### config.mk
export PLATFORM = sky130hd
export DESIGN_NAME = ctrg_top
export DESIGN_NICKNAME = d
export VERILOG_FILES = /design/src/rtl/evn_pkg.sv /design/src/rtl/ctrg_pkg.sv /design/src/rtl/ctrg_regs.sv /design/src/rtl/ctrg_evn_sel.sv /design/src/rtl/ctrg_trg_cnt.sv /design/src/rtl/ctrg_top.sv
export SDC_FILE = /design/constraint.sdc
export NUM_CORES = 1
export LEC_CHECK = 0
export BUFFER_PORTS_ARGS = -buffer_cell sky130_fd_sc_hd__buf_2
export CORE_UTILIZATION = 49
export CTS_BUF_LIST = sky130_fd_sc_hd__clkbuf_2 sky130_fd_sc_hd__clkbuf_4 sky130_fd_sc_hd__clkbuf_8
export CTS_CLUSTER_DIAMETER = 80
export CTS_CLUSTER_SIZE = 10
export DETAILED_ROUTE_END_ITERATION = 12
export GPL_ROUTABILITY_DRIVEN = 0
export GPL_TIMING_DRIVEN = 1
export PLACE_DENSITY_LB_ADDON = 0.1
export SLEW_MARGIN = 10
export SYNTH_ARGS = -nofsm -noshare
export SYNTH_HDL_FRONTEND = slang
export SYNTH_SLANG_ARGS = --single-unit
### constraint.sdc
create_clock -name bus -period 1.9 [get_ports bus]
set_input_delay 0.095 -clock bus [delete_from_list [all_inputs] [get_ports bus]]
set_output_delay 0.095 -clock bus [all_outputs]
set_load 0.02 [all_outputs]
### src/rtl/evn_pkg.sv
/*
  event package
  strobe struct shared by the event inputs, outputs and status word,
  plus the sizes of the event source selection
*/

`default_nettype none

package evn_pkg;

  ////////////////////
  // event sources
  ////////////////////

  // number of event source inputs
  localparam int unsigned EN = 4;

  // select value width
  localparam int unsigned EL = $clog2(EN);

  // source picked out of reset
  localparam logic [EL-1:0] ER = EL'(0);

  ////////////////////
  // event strobes
  ////////////////////

  // one bit per event kind, rst is the msb
  typedef struct packed {
    // clear run state and counter
    logic rst;
    // start counting
    logic str;
    // stop counting
    logic stp;
    // software trigger
    logic swt;
  } evn_t;

endpackage

`default_nettype wire

### src/rtl/ctrg_pkg.sv
/*
  trigger counter package
  register bus request and response, register map, trigger and
  counter sizes
*/

`default_nettype none

package ctrg_pkg;

  ////////////////////
  // sizes
  ////////////////////

  // hardware trigger inputs
  localparam int unsigned TN = 4;
  // counter width
  localparam int unsigned CW = 32;
  // decoded address bits
  localparam int unsigned BAW = 5;
  // bus data width
  localparam int unsigned DW = 32;

  ////////////////////
  // register map
  ////////////////////

  // control write, status read
  localparam logic [BAW-1:0] ADR_CTL = 5'h00;
  // event select
  localparam logic [BAW-1:0] ADR_EVN = 5'h04;
  // trigger mask
  localparam logic [BAW-1:0] ADR_TRG = 5'h08;
  // trigger count, read only
  localparam logic [BAW-1:0] ADR_CNT = 5'h10;

  ////////////////////
  // bus
  ////////////////////

  // single cycle request, wen and ren exclusive
  typedef struct packed {
    logic           wen;
    logic           ren;
    logic [BAW-1:0] addr;
    logic [DW-1:0]  wdata;
  } bus_req_t;

  // ack one cycle after the request, rdata valid with ack
  typedef struct packed {
    logic          ack;
    logic          err;
    logic [DW-1:0] rdata;
  } bus_rsp_t;

endpackage

`default_nettype wire

### src/rtl/ctrg_regs.sv
/*
  trigger counter control
  register bus decode, event select and trigger mask registers,
  software event pulses, status and count readback
*/

`timescale 1ns/1ps
`default_nettype none

module ctrg_regs (
  input  logic                            bus,
  input  logic                            arst_n,
  // register bus
  input  ctrg_pkg::bus_req_t              bus_req,
  output ctrg_pkg::bus_rsp_t              bus_rsp,
  // software events
  output evn_pkg::evn_t                   evo,
  // configuration
  output logic [evn_pkg::EL-1:0]          cfg_evn,
  output logic [ctrg_pkg::TN-1:0]         cfg_trg,
  // status from the counter
  input  logic                            run,
  input  logic [ctrg_pkg::CW-1:0]         cnt
);

  ////////////////////
  // local signals
  ////////////////////

  // address hits
  logic wr_ctl;
  logic wr_evn;
  logic wr_trg;

  // registered response
  logic                    ack_q;
  logic [ctrg_pkg::DW-1:0] rdata_q;

  // read mux output
  logic [ctrg_pkg::DW-1:0] rd_mux;

  // run status word
  evn_pkg::evn_t sts;

  ////////////////////
  // decode
  ////////////////////

  assign wr_ctl = bus_req.wen & (bus_req.addr == ctrg_pkg::ADR_CTL);
  assign wr_evn = bus_req.wen & (bus_req.addr == ctrg_pkg::ADR_EVN);
  assign wr_trg = bus_req.wen & (bus_req.addr == ctrg_pkg::ADR_TRG);

  // one ack per request, no back-pressure
  always_ff @(posedge bus or negedge arst_n) begin
    if (!arst_n) begin
      ack_q <= 1'b0;
    end else begin
      ack_q <= bus_req.wen | bus_req.ren;
    end
  end

  ////////////////////
  // configuration
  ////////////////////

  always_ff @(posedge bus or negedge arst_n) begin
    if (!arst_n) begin
      cfg_evn <= evn_pkg::ER;
      cfg_trg <= '0;
    end else begin
      // truncated to the register width
      if (wr_evn) begin
        cfg_evn <= bus_req.wdata[evn_pkg::EL-1:0];
      end
      if (wr_trg) begin
        cfg_trg <= bus_req.wdata[ctrg_pkg::TN-1:0];
      end
    end
  end

  // software event pulse, one cycle after the control write
  always_ff @(posedge bus or negedge arst_n) begin
    if (!arst_n) begin
      evo <= '0;
    end else if (wr_ctl) begin
      evo <= evn_pkg::evn_t'(bus_req.wdata[$bits(evn_pkg::evn_t)-1:0]);
    end else begin
      evo <= '0;
    end
  end

  ////////////////////
  // readback
  ////////////////////

  // str and stp mirror the run flag
  assign sts = '{rst: 1'b0, str: run, stp: ~run, swt: 1'b0};

  // zero extended, unmapped reads as zero
  always_comb begin
    rd_mux = '0;
    case (bus_req.addr)
      ctrg_pkg::ADR_CTL: rd_mux[$bits(evn_pkg::evn_t)-1:0] = sts;
      ctrg_pkg::ADR_EVN: rd_mux[evn_pkg::EL-1:0] = cfg_evn;
      ctrg_pkg::ADR_TRG: rd_mux[ctrg_pkg::TN-1:0] = cfg_trg;
      ctrg_pkg::ADR_CNT: rd_mux[ctrg_pkg::CW-1:0] = cnt;
      default: rd_mux = '0;
    endcase
  end

  // captured on read, held otherwise
  always_ff @(posedge bus) begin
    if (bus_req.ren) begin
      rdata_q <= rd_mux;
    end
  end

  // error flag tied low
  assign bus_rsp = '{ack: ack_q, err: 1'b0, rdata: rdata_q};

endmodule

`default_nettype wire

### src/rtl/ctrg_evn_sel.sv
/*
  event selector
  registered pick of one event source out of the inputs
*/

`timescale 1ns/1ps
`default_nettype none

module ctrg_evn_sel (
  input  logic                               bus,
  input  logic                               arst_n,
  // event sources
  input  evn_pkg::evn_t [evn_pkg::EN-1:0]    evi,
  // source index
  input  logic          [evn_pkg::EL-1:0]    cfg_evn,
  // selected events
  output evn_pkg::evn_t                      evn
);

  // combinational pick
  evn_pkg::evn_t sel;

  // index without a source leaves sel at zero
  always_comb begin
    sel = '0;
    for (int i = 0; i < int'(evn_pkg::EN); i++) begin
      if (int'(cfg_evn) == i) begin
        sel = evi[i];
      end
    end
  end

  // one cycle from evi to evn
  always_ff @(posedge bus or negedge arst_n) begin
    if (!arst_n) begin
      evn <= '0;
    end else begin
      evn <= sel;
    end
  end

endmodule

`default_nettype wire

### src/rtl/ctrg_trg_cnt.sv
/*
  trigger counter
  masked hardware triggers or'ed with the software trigger,
  run state, counter while running, one pulse per counted trigger
*/

`timescale 1ns/1ps
`default_nettype none

module ctrg_trg_cnt (
  input  logic                        bus,
  input  logic                        arst_n,
  // selected events
  input  evn_pkg::evn_t               evn,
  // hardware triggers and mask
  input  logic [ctrg_pkg::TN-1:0]     trg,
  input  logic [ctrg_pkg::TN-1:0]     cfg_trg,
  // status
  output logic                        run,
  output logic [ctrg_pkg::CW-1:0]     cnt,
  // trigger pulse
  output logic                        tro
);

  ////////////////////
  // trigger combine
  ////////////////////

  // masked triggers, one cycle late
  logic [ctrg_pkg::TN-1:0] trg_q;

  // any trigger this cycle
  logic trg_any;

  // counted this cycle
  logic inc;

  always_ff @(posedge bus or negedge arst_n) begin
    if (!arst_n) begin
      trg_q <= '0;
    end else begin
      trg_q <= trg & cfg_trg;
    end
  end

  assign trg_any = (|trg_q) | evn.swt;

  // uses run from before the edge, rst blocks the count
  assign inc = run & trg_any & ~evn.rst;

  ////////////////////
  // run and count
  ////////////////////

  // rst over str over stp
  always_ff @(posedge bus or negedge arst_n) begin
    if (!arst_n) begin
      run <= 1'b0;
    end else if (evn.rst) begin
      run <= 1'b0;
    end else if (evn.str) begin
      run <= 1'b1;
    end else if (evn.stp) begin
      run <= 1'b0;
    end
  end

  // wraps at the top of the range
  always_ff @(posedge bus or negedge arst_n) begin
    if (!arst_n) begin
      cnt <= '0;
    end else if (evn.rst) begin
      cnt <= '0;
    end else if (inc) begin
      cnt <= cnt + {{(ctrg_pkg::CW-1){1'b0}}, 1'b1};
    end
  end

  // high while the new count is visible
  always_ff @(posedge bus or negedge arst_n) begin
    if (!arst_n) begin
      tro <= 1'b0;
    end else begin
      tro <= inc;
    end
  end

endmodule

`default_nettype wire

### src/rtl/ctrg_top.sv
/*
  trigger counter top
  control registers, event selector and trigger counter
*/

`timescale 1ns/1ps
`default_nettype none

module ctrg_top (
  input  logic                               bus,
  input  logic                               arst_n,
  // register bus
  input  ctrg_pkg::bus_req_t                 bus_req,
  output ctrg_pkg::bus_rsp_t                 bus_rsp,
  // events
  input  evn_pkg::evn_t [evn_pkg::EN-1:0]    evi,
  output evn_pkg::evn_t                      evo,
  // triggers
  input  logic          [ctrg_pkg::TN-1:0]   trg,
  output logic                               tro
);

  // configuration to the datapath
  logic [evn_pkg::EL-1:0]  cfg_evn;
  logic [ctrg_pkg::TN-1:0] cfg_trg;

  // selected events
  evn_pkg::evn_t evn;

  // status back to control
  logic                    run;
  logic [ctrg_pkg::CW-1:0] cnt;

  ////////////////////
  // control
  ////////////////////

  ctrg_regs u_regs (
    .bus     (bus),
    .arst_n  (arst_n),
    .bus_req (bus_req),
    .bus_rsp (bus_rsp),
    .evo     (evo),
    .cfg_evn (cfg_evn),
    .cfg_trg (cfg_trg),
    .run     (run),
    .cnt     (cnt)
  );

  ////////////////////
  // datapath
  ////////////////////

  ctrg_evn_sel u_evn_sel (
    .bus     (bus),
    .arst_n  (arst_n),
    .evi     (evi),
    .cfg_evn (cfg_evn),
    .evn     (evn)
  );

  ctrg_trg_cnt u_trg_cnt (
    .bus     (bus),
    .arst_n  (arst_n),
    .evn     (evn),
    .trg     (trg),
    .cfg_trg (cfg_trg),
    .run     (run),
    .cnt     (cnt),
    .tro     (tro)
  );

endmodule

`default_nettype wire

==> summary.md <==
| Metric | Value |
|---|---|
| Mean Syn Cell Area | 12.0 µm² |
| Synthesized area | 3740 µm² |
| CP Capture Type | flop |
| WL final | 7160 µm |
| Post-synth EDFFs | 32 |
| Initial antenna violation count | 0 |
| Max_slew headroom | 0.511 |
| Most frequent cells in the layout | buf_2, dfrtp_1, and2_1 |
| Commonest non-fill, non-tap cell in the layout | buf_2 |
| Core Box Area | 7330 µm² |
| Net count after synthesis | 373 |
| Synth area leader | dfrtp_1 |
| FF-to-FF Start | u_trg_cnt.cnt[19] |
| Critical path class | reg2reg |
| Clock Pin Slew Worst Setup and Hold Paths | 0.09 ns |
| Hold_sp | evi[11] |
| Layout Nets | 481 |
| Total power | 4.11 mW |
| Final Skew | 0.0119 ns |
| Cell depth of the worst flop-to-flop path | 5 |
| Outcome | completed |
| Fin area | 4750 µm² |
| DRC viols | 0 |
| Hold Vio Cnt, Final | 0 |
| Tcrit/Tclk final | 0.961 |
| Grt met1 use | 0.255 |
| Critical Path Start Type | flop |
| WL per Instance | 13.7 µm |
| Cell Area, Placed | 4370 µm² |
| Clock tree buffer depth | 2 |
| Die H | 89.4 µm |
| Vias | 2626 |
| Leakage | 2.06 nW |
| Clk Latency, worst-skew pair | 0.35 ns |
| All-Layer GR Usage | 0.203 |
| Final worst path period need | 1.83 ns |
| M3 GR Usage | 0.0305 |
| Power Density | 865 nW/µm² |
| MaxCap Viol Count | 0 |
| H-Tree Depth | 3 |
| DRT Pass-1 Iters | 4 |
| First-pass GRT wire length | 12000 µm |
| Initial Util | 0.511 |
| I/O pins | 100 |
| Max IR drop VDD | 0.000581 V |
| Total CTS buffers | 9 |
| CP arrival | 2.10 ns |
| Crit path launch | u_trg_cnt.cnt[19] |
| GR Overflow Total | 0 |
| Detailed placement HPWL | 4790 µm |
| Busiest layer in global routing | met2 |
| Critical Path Fanout Max | 5 |
| Diodes inserted | 0 |
| Distinct cell type count after synthesis | 46 |
| Vias per Instance | 5.02 |
| Setup TNS | 0 ns |
| First DRT Iteration DRCs | 96 |
| Setup Viol. Count Final | 0 |
| Post-synthesis sequential area ratio | 0.611 |
| Routed Antenna Nets | 0 |
| Asr flop ratio synth | 0.624 |
| Cells on Worst Hold Path | 2 |
| Die Wd | 89.4 µm |
| Layout cells sized above 1 | 0.340 |
| Synth top area share | 0.354 |
| Synth top area cells | dfrtp_1, edfxtp_1, and2_1, xnor2_1, nor2_1 |
| Worst EP required | 2.18 ns |
| CTS tree | done |
| CTS root buf | clkbuf_8 |
| Max frequency | 548 MHz |
| P&R area growth vs syn | 26.9% |
| Yosys warnings | 0 |
| Clock sink count | 85 |
| Cell count after synthesis | 311 |
| Number of global-route vias before repair | 2652 |
| Rows | 31 |
| Register bit total from synthesis | 85 |
| M2 GR Usage | 0.346 |
| Worst hold-check path type | in2reg |
| PortBufs | 70 |
| Slew @ Worst Pin | 0.734 ns |
| Die ar. | 7990 µm² |
| Pins Over Slew Limit | 0 |
| Ys flop type | dfrtp_1 |
| Largest net degree at the start of global routing | 34 |
-- registers in the layout (all words and copies together) (netlist names) --
name,flops
u_regs.rdata_q,32
u_trg_cnt.cnt,32
u_evn_sel.evn,4
u_regs.cfg_trg,4
u_regs.evo,4
u_trg_cnt.trg_q,4
u_regs.cfg_evn,2
u_regs.ack_q,1
u_trg_cnt.run,1
u_trg_cnt.tro,1
-- cells by family (layout without fill, tap and decap cells) --
group	Yosys count	count (layout)	share of synthesized area
xor gates and xnor gates	24	24	0.0562
and+or+nand+nor	147	147	0.221
AOI/OAI and AO/OA	21	21	0.0341
DFF	85	85	0.611
other	1	1	0.00100
buffers and inverters	21	134	0.0291
muxes	11	11	0.0448
adders and majority gates	1	1	0.00334
-- path summary, 6_finish.rpt --
path,endpoint,slack (ns)
max,u_trg_cnt.cnt[31],0.07
min,u_evn_sel.evn[3],0.06
max reg2reg,u_trg_cnt.cnt[31],0.07
min reg2reg,u_trg_cnt.run,0.48
max in group asynchronous,u_trg_cnt.cnt[6],1.07
min in group asynchronous,u_regs.ack_q,0.27
-- synthesized netlist by cell type, types with 5 or more instances --
library cell / number
nor3_1: 13
edfxtp_1: 32
dfrtp_1: 53
clkbuf_1: 9
and2_1: 35
nor4_1: 7
mux2_2: 6
or3_1: 6
nor2_1: 32
o21ai_0: 7
xnor2_1: 21
nand4_1: 5
a21oi_1: 8
nand3_1: 11
nand2_1: 13
-- timing repair --
action,in CTS,in global routing
hold buffers,10,0
hold endpoints to repair,37,0
buffers inserted,0,4
setup endpoints to repair,0,3
gates resized for setup,0,3
-- stage by stage --
step / hold WS (ns) / setup slack [ns] / instances / util
after floorplan: -0.201 / 0.0314 / 311 / -
after global placement: 0.112 / 0.0906 / 493 / 0.596
after detailed placement: 0.119 / 0.0656 / 493 / 0.596
after CTS: 0.0480 / 0.0399 / 519 / 0.643
after global routing: 0.0535 / -0.000590 / 523 / 0.648
final: 0.0569 / 0.0746 / 523 / 0.648
-- report_power, final --
part | leakage [nW] | internal [mW] | switching (mW)
registers | 1.02 | 2.01 | 0.0778
logic | 0.913 | 0.215 | 0.261
clock network | 0.125 | 0.920 | 0.623
-- worst max-delay path, stage by stage, from the launching register on --
cell     delay [ns]
dfrtp_1        0.40
and4_4         0.23
nand4_1        0.09
or4_4          0.53
or3_1          0.36
a21oi_1        0.14
-- cell type report --
cell class | instances | area, µm²
well taps | 99 | 124
inverters | 4 | 15.0
multi-input cells | 205 | 1360
clock inverters | 4 | 96.3
flip-flops and latches | 85 | 2290
repair buffers | 114 | 718
clock buffers | 12 | 146
fillers | 607 | 2580
-- routing by layer --
metal,vias to the layer above,part of all wire,wire length (µm)
met5,-,0,0
li1,1302,-,-
met4,0,0.019,133
met3,10,0.029,204
met1,1250,0.47,3340
met2,64,0.49,3480
Power figures use the tool's default switching activity.
